==> config.mk <==
export PLATFORM = sky130hd
export DESIGN_NAME = gfx_mem
export DESIGN_NICKNAME = d
export VERILOG_FILES = /design/src/hdl/gfx_mem_pkg.sv /design/src/hdl/gfx_mem.sv /design/src/hdl/gfx_mem_dispatch.sv /design/src/hdl/gfx_mem_trans_path.sv /design/src/hdl/gfx_mem_arbiter.sv /design/src/hdl/gfx_pipes.sv /design/src/hdl/gfx_skid_buf.sv
export SDC_FILE = /design/constraint.sdc
export NUM_CORES = 1
export LEC_CHECK = 0
export BUFFER_PORTS_ARGS = -buffer_cell sky130_fd_sc_hd__clkbuf_2
export CORE_ASPECT_RATIO = 0.75
export CORE_UTILIZATION = 27
export CTS_BUF_LIST = sky130_fd_sc_hd__clkbuf_16
export DETAILED_ROUTE_END_ITERATION = 12
export SYNTH_ARGS = -nofsm -noshare
export SYNTH_HDL_FRONTEND = slang
export SYNTH_SLANG_ARGS = --single-unit
==> constraint.sdc <==
create_clock -name clk -period 2.9 [get_ports clk]
set_clock_uncertainty 0.05 [all_clocks]
set_input_delay 0.145 -clock clk [delete_from_list [all_inputs] [get_ports clk]]
set_output_delay 0.145 -clock clk [all_outputs]
set_load 0.01 [all_outputs]
==> src/hdl/gfx_mem_pkg.sv <==
package gfx_mem_pkg;

	// One VRAM data word.
	typedef logic [15:0] vram_word;

	// Word address into VRAM.
	typedef logic [24:0] vram_addr;

	// Pixel index from the raster-op unit and the scanout, zero-extended to a vram_addr.
	typedef logic [19:0] half_coord;

	// Byte-address bits below one word.
	localparam int gfx_mem_subword_bits = 1;

	// Byte address as it appears on the VRAM bus.
	typedef logic [$bits(vram_addr) + gfx_mem_subword_bits - 1:0] vram_byte_addr;

	// One-hot owner of a read. A write carries an all-zero tag.
	typedef struct packed {
		logic fb;
		logic batch;
		logic fetch;
	} mem_tag;

	// A single VRAM transaction as it travels from the arbiter to the VRAM port.
	typedef struct packed {
		vram_addr address;
		logic     write;
		mem_tag   tag;
		vram_word writedata;
	} mem_trans;

endpackage
==> src/hdl/gfx_mem.sv <==
`timescale 1ns/1ps

module gfx_mem
	import gfx_mem_pkg::*;
#(
	parameter int TRANS_DEPTH    = 2,
	parameter int RESPONSE_DEPTH = 2,
	parameter int DISPATCH_DEPTH = 8
) (
	input  logic          clk,
	input  logic          rst_n,

	input  logic          mem_waitrequest,
	input  logic          mem_readdatavalid,
	input  vram_word      mem_readdata,
	output vram_byte_addr mem_address,
	output logic          mem_read,
	output logic          mem_write,
	output vram_word      mem_writedata,

	input  logic          rop_write,
	input  vram_word      rop_writedata,
	input  half_coord     rop_address,
	output logic          rop_waitrequest,

	input  logic          fb_read,
	input  half_coord     fb_address,
	output logic          fb_waitrequest,
	output logic          fb_readdatavalid,
	output vram_word      fb_readdata,

	input  logic          batch_read,
	input  vram_addr      batch_address,
	output logic          batch_waitrequest,
	output logic          batch_readdatavalid,
	output vram_word      batch_readdata,

	input  logic          fetch_read,
	input  vram_addr      fetch_address,
	output logic          fetch_waitrequest,
	output logic          fetch_readdatavalid,
	output vram_word      fetch_readdata
);

	mem_trans trans;
	logic     trans_valid;
	logic     trans_ready;
	logic     tag_full;
	logic     tag_put;
	mem_tag   tag;
	vram_word readdata;

	// All three read clients share one data bus. Only the valids are routed.
	assign fb_readdata = readdata;
	assign batch_readdata = readdata;
	assign fetch_readdata = readdata;

	gfx_mem_arbiter arbiter (.*);

	gfx_mem_trans_path #(.TRANS_DEPTH(TRANS_DEPTH)) trans_path (.*);

	gfx_mem_dispatch #(
		.RESPONSE_DEPTH (RESPONSE_DEPTH),
		.DISPATCH_DEPTH (DISPATCH_DEPTH)
	) dispatch (.*);

endmodule

==> src/hdl/gfx_mem_dispatch.sv <==
`timescale 1ns/1ps

module gfx_mem_dispatch
	import gfx_mem_pkg::*;
#(
	parameter int RESPONSE_DEPTH = 2,
	parameter int DISPATCH_DEPTH = 8
) (
	input  logic     clk,
	input  logic     rst_n,

	input  logic     tag_put,
	input  mem_tag   tag,
	output logic     tag_full,

	input  logic     mem_readdatavalid,
	input  vram_word mem_readdata,

	output logic     fb_readdatavalid,
	output logic     batch_readdatavalid,
	output logic     fetch_readdatavalid,
	output vram_word readdata
);

	localparam int PTR_BITS = $clog2(DISPATCH_DEPTH);

	mem_tag                tag_queue[DISPATCH_DEPTH];
	mem_tag                owner;
	logic   [PTR_BITS-1:0] put_ptr;
	logic   [PTR_BITS-1:0] pop_ptr;
	logic   [PTR_BITS-1:0] next_put_ptr;
	vram_word              resp_data;
	logic                  resp_valid;
	logic                  any_valid;

	// One slot stays empty so that full and empty differ.
	assign next_put_ptr = put_ptr + 1'b1;
	assign tag_full = next_put_ptr == pop_ptr;

	assign fb_readdatavalid = any_valid && owner.fb;
	assign batch_readdatavalid = any_valid && owner.batch;
	assign fetch_readdatavalid = any_valid && owner.fetch;

	// Responses come back in issue order, so nothing here ever waits.
	gfx_pipes #(.T(vram_word), .DEPTH(RESPONSE_DEPTH)) resp_pipes (
		.clk       (clk),
		.rst_n     (rst_n),
		.in        (mem_readdata),
		.in_valid  (mem_readdatavalid),
		.stall     (1'b0),
		.out       (resp_data),
		.out_valid (resp_valid)
	);

	always_ff @(posedge clk or negedge rst_n) begin
		if (!rst_n) begin
			put_ptr <= '0;
			pop_ptr <= '0;
			any_valid <= 1'b0;
		end else begin
			any_valid <= resp_valid;

			if (tag_put)
				put_ptr <= next_put_ptr;

			if (resp_valid)
				pop_ptr <= pop_ptr + 1'b1;
		end
	end

	// The owner is read ahead of time and lines up with the registered data.
	always_ff @(posedge clk) begin
		readdata <= resp_data;
		owner <= tag_queue[pop_ptr];

		if (tag_put)
			tag_queue[put_ptr] <= tag;
	end

endmodule

==> src/hdl/gfx_mem_trans_path.sv <==
`timescale 1ns/1ps

module gfx_mem_trans_path
	import gfx_mem_pkg::*;
#(
	parameter int TRANS_DEPTH = 2
) (
	input  logic          clk,
	input  logic          rst_n,

	input  mem_trans      trans,
	input  logic          trans_valid,
	output logic          trans_ready,

	input  logic          tag_full,

	input  logic          mem_waitrequest,
	output vram_byte_addr mem_address,
	output logic          mem_read,
	output logic          mem_write,
	output vram_word      mem_writedata,

	output logic          tag_put,
	output mem_tag        tag
);

	mem_trans pipe_out;
	mem_trans head;
	logic     pipe_valid;
	logic     pipe_stall;
	logic     skid_ready;
	logic     head_valid;
	logic     head_issue;

	// The whole pipe holds once its last item cannot enter the output skid.
	assign pipe_stall = pipe_valid && !skid_ready;
	assign trans_ready = !pipe_stall;

	// A read also needs room in the tag queue. Writes never wait on it.
	assign head_issue = !mem_waitrequest && (head.write || !tag_full);

	assign mem_read = head_valid && !head.write && !tag_full;
	assign mem_write = head_valid && head.write;
	assign mem_address = {head.address, {gfx_mem_subword_bits{1'b0}}};
	assign mem_writedata = head.writedata;

	assign tag_put = mem_read && !mem_waitrequest;
	assign tag = head.tag;

	gfx_pipes #(.T(mem_trans), .DEPTH(TRANS_DEPTH)) trans_pipes (
		.clk       (clk),
		.rst_n     (rst_n),
		.in        (trans),
		.in_valid  (trans_valid),
		.stall     (pipe_stall),
		.out       (pipe_out),
		.out_valid (pipe_valid)
	);

	// Registers the pins toward VRAM, which sit far away at the edge of the die.
	gfx_skid_buf #(.T(mem_trans)) out_skid (
		.clk       (clk),
		.rst_n     (rst_n),
		.in        (pipe_out),
		.in_valid  (pipe_valid),
		.in_ready  (skid_ready),
		.out       (head),
		.out_valid (head_valid),
		.out_ready (head_issue)
	);

endmodule

==> src/hdl/gfx_mem_arbiter.sv <==
`timescale 1ns/1ps

module gfx_mem_arbiter
	import gfx_mem_pkg::*;
(
	input  logic      clk,
	input  logic      rst_n,

	input  logic      rop_write,
	input  vram_word  rop_writedata,
	input  half_coord rop_address,
	output logic      rop_waitrequest,

	input  logic      fb_read,
	input  half_coord fb_address,
	output logic      fb_waitrequest,

	input  logic      batch_read,
	input  vram_addr  batch_address,
	output logic      batch_waitrequest,

	input  logic      fetch_read,
	input  vram_addr  fetch_address,
	output logic      fetch_waitrequest,

	output mem_trans  trans,
	output logic      trans_valid,
	input  logic      trans_ready
);

	mem_trans req;
	logic     req_valid;
	logic     in_ready;

	assign req_valid = fb_read || batch_read || rop_write || fetch_read;

	// Fixed priority keeps scanout from starving, and shader fetch takes what is left.
	always_comb begin
		fb_waitrequest = 1'b1;
		batch_waitrequest = 1'b1;
		rop_waitrequest = 1'b1;
		fetch_waitrequest = 1'b1;

		req.address = fetch_address;
		req.write = 1'b0;
		req.tag = '0;
		req.writedata = rop_writedata;

		if (fb_read) begin
			fb_waitrequest = !in_ready;
			req.address = vram_addr'(fb_address);
			req.tag.fb = 1'b1;
		end else if (batch_read) begin
			batch_waitrequest = !in_ready;
			req.address = batch_address;
			req.tag.batch = 1'b1;
		end else if (rop_write) begin
			rop_waitrequest = !in_ready;
			req.address = vram_addr'(rop_address);
			req.write = 1'b1;
		end else if (fetch_read) begin
			fetch_waitrequest = !in_ready;
			req.tag.fetch = 1'b1;
		end
	end

	gfx_skid_buf #(.T(mem_trans)) in_skid (
		.clk       (clk),
		.rst_n     (rst_n),
		.in        (req),
		.in_valid  (req_valid),
		.in_ready  (in_ready),
		.out       (trans),
		.out_valid (trans_valid),
		.out_ready (trans_ready)
	);

endmodule

==> src/hdl/gfx_pipes.sv <==
`timescale 1ns/1ps

module gfx_pipes #(
	parameter type T = logic,
	parameter int  DEPTH = 2
) (
	input  logic clk,
	input  logic rst_n,

	input  T     in,
	input  logic in_valid,
	input  logic stall,

	output T     out,
	output logic out_valid
);

	T     stage[DEPTH];
	logic [DEPTH-1:0] stage_valid;

	assign out = stage[DEPTH-1];
	assign out_valid = stage_valid[DEPTH-1];

	// Each item keeps its valid bit beside it, so bubbles travel too.
	always_ff @(posedge clk or negedge rst_n) begin
		if (!rst_n) begin
			stage_valid <= '0;
		end else if (!stall) begin
			stage_valid[0] <= in_valid;
			for (int i = 1; i < DEPTH; i++)
				stage_valid[i] <= stage_valid[i-1];
		end
	end

	always_ff @(posedge clk) begin
		if (!stall) begin
			stage[0] <= in;
			for (int i = 1; i < DEPTH; i++)
				stage[i] <= stage[i-1];
		end
	end

endmodule

==> src/hdl/gfx_skid_buf.sv <==
`timescale 1ns/1ps

module gfx_skid_buf #(
	parameter type T = logic
) (
	input  logic clk,
	input  logic rst_n,

	input  T     in,
	input  logic in_valid,
	output logic in_ready,

	output T     out,
	output logic out_valid,
	input  logic out_ready
);

	T     spare;
	logic spare_valid;
	logic out_free;

	// The output register may load when it is empty or being consumed.
	assign out_free = out_ready || !out_valid;

	// Ready comes straight from a flop, so it never follows out_ready in the same cycle.
	assign in_ready = !spare_valid;

	always_ff @(posedge clk or negedge rst_n) begin
		if (!rst_n) begin
			out_valid <= 1'b0;
			spare_valid <= 1'b0;
		end else if (out_free) begin
			out_valid <= spare_valid || in_valid; // The spare drains first.
			spare_valid <= 1'b0;
		end else if (in_valid && !spare_valid) begin
			spare_valid <= 1'b1;
		end
	end

	always_ff @(posedge clk) begin
		if (out_free)
			out <= spare_valid ? spare : in;

		// Harmless when the output moves, since spare_valid stays low then.
		if (in_ready)
			spare <= in;
	end

endmodule

==> impl_metrics.json <==
{
  "outcome": "finished, violations left",
  "failed_checks": "design-rule violations",
  "synth_largest_area_cell": "edfxtp_1",
  "worstMarginPinSlew_ns": 0.824,
  "slew_headroom": 0.449,
  "total_leakage_power_uw": 0.00624,
  "ctsResizeCount": 0,
  "syn_nets": 868,
  "grt_max_degree": 55,
  "dr.pass1.iters": 10,
  "worstPathCellList": "ha_1 -> xor3_2 -> o41a_2 -> buf_4",
  "areaGrowthSynthToFinish_pct": 30.3,
  "yosys.area.top_type_share": 0.501,
  "portBuffers": 227,
  "drc": 6,
  "min_period_ns": 2.39,
  "synth_flop_cell": "edfxtp_1",
  "crit_buf_inv": 1,
  "cts_sinks": 360,
  "clk_latency_ns": 0.55,
  "synthArstFlopShare": 0.0417,
  "grt_pass1_wl_mm": 36.9,
  "antenna_found_initial": 2,
  "postRouteAntennaNets": 0,
  "die_w_um": 248,
  "slew_viol_final": 0,
  "overflow": 0,
  "crit_required_ns": 3.06,
  "synth_edf_count": 204,
  "boundaryPins": 229,
  "yosysMostFrequentCell": "edfxtp_1",
  "r2r_slack_ns": 0.51,
  "hold_viol": 0,
  "vdd_drop_max_uv": 513,
  "cp_slowest_cell": "xor3_2",
  "vias": 6543,
  "finalSetupTns_ns": 0,
  "fmaxAchievable_mhz": 418,
  "min_period_over_period": 0.825,
  "ys_warn_count": 0,
  "cts_max_level": 2,
  "fp.coreArea_sq_um": 44700,
  "cts-root-buf": "clkbuf_16",
  "worst_ep_arrival_time_ns": 2.55,
  "routed_wirelength_mm": 24.6,
  "wl_per_cell_um": 15.1,
  "cts_tree": "yes",
  "synth_cells": 736,
  "fillerInstances": 4247,
  "power_density_nw_per_um2": 1050,
  "gp_congestion": 0.769,
  "track_usage": 0.107,
  "cts_buffers": 39,
  "yosysSeqAreaShare": 0.763,
  "final_util": 0.356,
  "power_uw": 16700,
  "synth_cell_types": 39,
  "netlist_top_cells_area": "edfxtp_1, dfxtp_1, mux2_2, buf_4, dfrtp_1",
  "rsz0062_at_grt": "false",
  "timing.critical_path.slowest_cell_delay_ns": 0.46,
  "netlist_area_sq_um": 12200,
  "yosys-top-cells-count": "edfxtp_1, dfxtp_1, buf_4",
  "worst-setup-path-type": "register to register",
  "finalSetupViolations": 0,
  "drv_cap": 0,
  "crit_family": "XOR/XNOR gates",
  "via_per_inst": 4.00,
  "first_global_vias": 6595,
  "regArea_sq_um": 9330,
  "clkTransAtPathRegs_ns": 0.06,
  "drive_gt1_frac": 0.387,
  "syn_avg_cell_area_sq_um": 16.6,
  "cts.path.max_buffers": 3,
  "cp-end-kind": "register",
  "dieArea_sq_um": 46100,
  "placementRows": 67,
  "start_kind": "register",
  "drt_iter0_drc": 307,
  "nets": 1148,
  "hpwlAfterDp_mm": 16.3,
  "cp_max_fo": 47,
  "fin_hold_ws_ns": 0.0385,
  "yosys_register_bits": 360,
  "hold_class": "primary input to register",
  "fp.dieH_um": 186,
  "multi_input_area_sq_um": 2230,
  "initial_core_util": 0.273
}
==> cells in the final DEF (no fill, tap or decap), types with 7 or more instances in the layout <==
master         instances
dfrtp_1               13
buf_4                 12
dlygate4sd3_1        102
a21oi_1               20
a22o_1                20
clkbuf_2             227
mux2_2                66
edfxtp_1             204
dfxtp_1              141
clkbuf_16             43
nor2_1                10
or3b_2                20
nand2_1               39
inv_1                  7
o31a_1                21
nand2b_1              27
==> cells by family after synthesis <==
family / after synthesis / share of synthesized area
and+or+nand+nor: 112 / 0.0516
xor gates and xnor gates: 6 / 0.00563
buffers and inverters: 105 / 0.0559
adders and majority gates: 2 / 0.00205
other: 1 / 0.000307
AOI/OAI and AO/OA: 77 / 0.0483
muxes: 73 / 0.0731
DFF: 360 / 0.763
==> registers in the layout, summed over array words and instances (netlist names), 2 cells and up <==
signal,cells
dispatch.tag_queue,24
dispatch.readdata,16
trans_path.trans_pipes.stage_valid,2
arbiter.in_skid.spare,45
arbiter.in_skid.out,45
dispatch.owner,3
trans_path.out_skid.spare,45
dispatch.resp_pipes.stage_valid,2
trans_path.trans_pipes.stage,90
dispatch.resp_pipes.stage,32
dispatch.pop_ptr,3
dispatch.put_ptr,3
trans_path.out_skid.out,45
==> layer usage <==
layer,global-route usage,part of all wire
met1,0.127,0.42
met3,0.0298,0.053
met5,0,0
met2,0.184,0.50
met4,0.0442,0.025
==> power breakdown <==
group	internal, uW	leakage [uW]	switching, uW
combinational	1560	0.00223	1620
clock	3050	0.000684	2020
sequential	7750	0.00332	716
total	12400	0.00624	4350
==> through the flow <==
stage          instance area, sq um  worst slack, ns  instances
5_1_grt                       15900            0.414       1632
6_report                      15900            0.507       1634
3_3_place_gp                  13600            0.584       1459
3_5_place_dp                  13600            0.530       1459
2_1_floorplan                 12200            0.129        736
4_1_cts                       15900            0.505       1632
==> tightest hold or removal path: stages <==
cell      delay (ns)
clkbuf_2        0.07
nand2_1         0.04
a21oi_1         0.15
o31a_1          0.17
==> worst paths after layout <==
path                                            endpoint                             from  depth (start not counted)
setup / recovery              trans_path.out_skid.out[7]              dispatch.put_ptr[1]                          4
setup reg to reg              trans_path.out_skid.out[7]              dispatch.put_ptr[1]                          4
min in group asynchronous  trans_path.out_skid.out_valid                            rst_n                          3
hold reg to reg                     dispatch.readdata[6]  dispatch.resp_pipes.stage[1][6]                          0
hold / removal                 arbiter.in_skid.spare[25]                 batch_address[5]                          4
max in group asynchronous    arbiter.in_skid.spare_valid                            rst_n                          3
==> timing repair <==
action / CTS / global route
buffers inserted: 0 / 0
hold buffers: 102 / 0
endpoints found under the hold margin: 117 / 0
==> area by class of cell <==
| cell class | instances | area share |
|---|---|---|
| inverter | 1 | 0.000236 |
| clock inverter | 28 | 0.0165 |
| antenna | 2 | 0.000314 |
| timing repair buffer | 343 | 0.144 |
| sequential | 360 | 0.586 |
| tap | 586 | 0.0460 |
| clock buffer | 43 | 0.0676 |
| multi-input combinational | 271 | 0.140 |
Note: power is estimated with default switching activity, not from simulation.
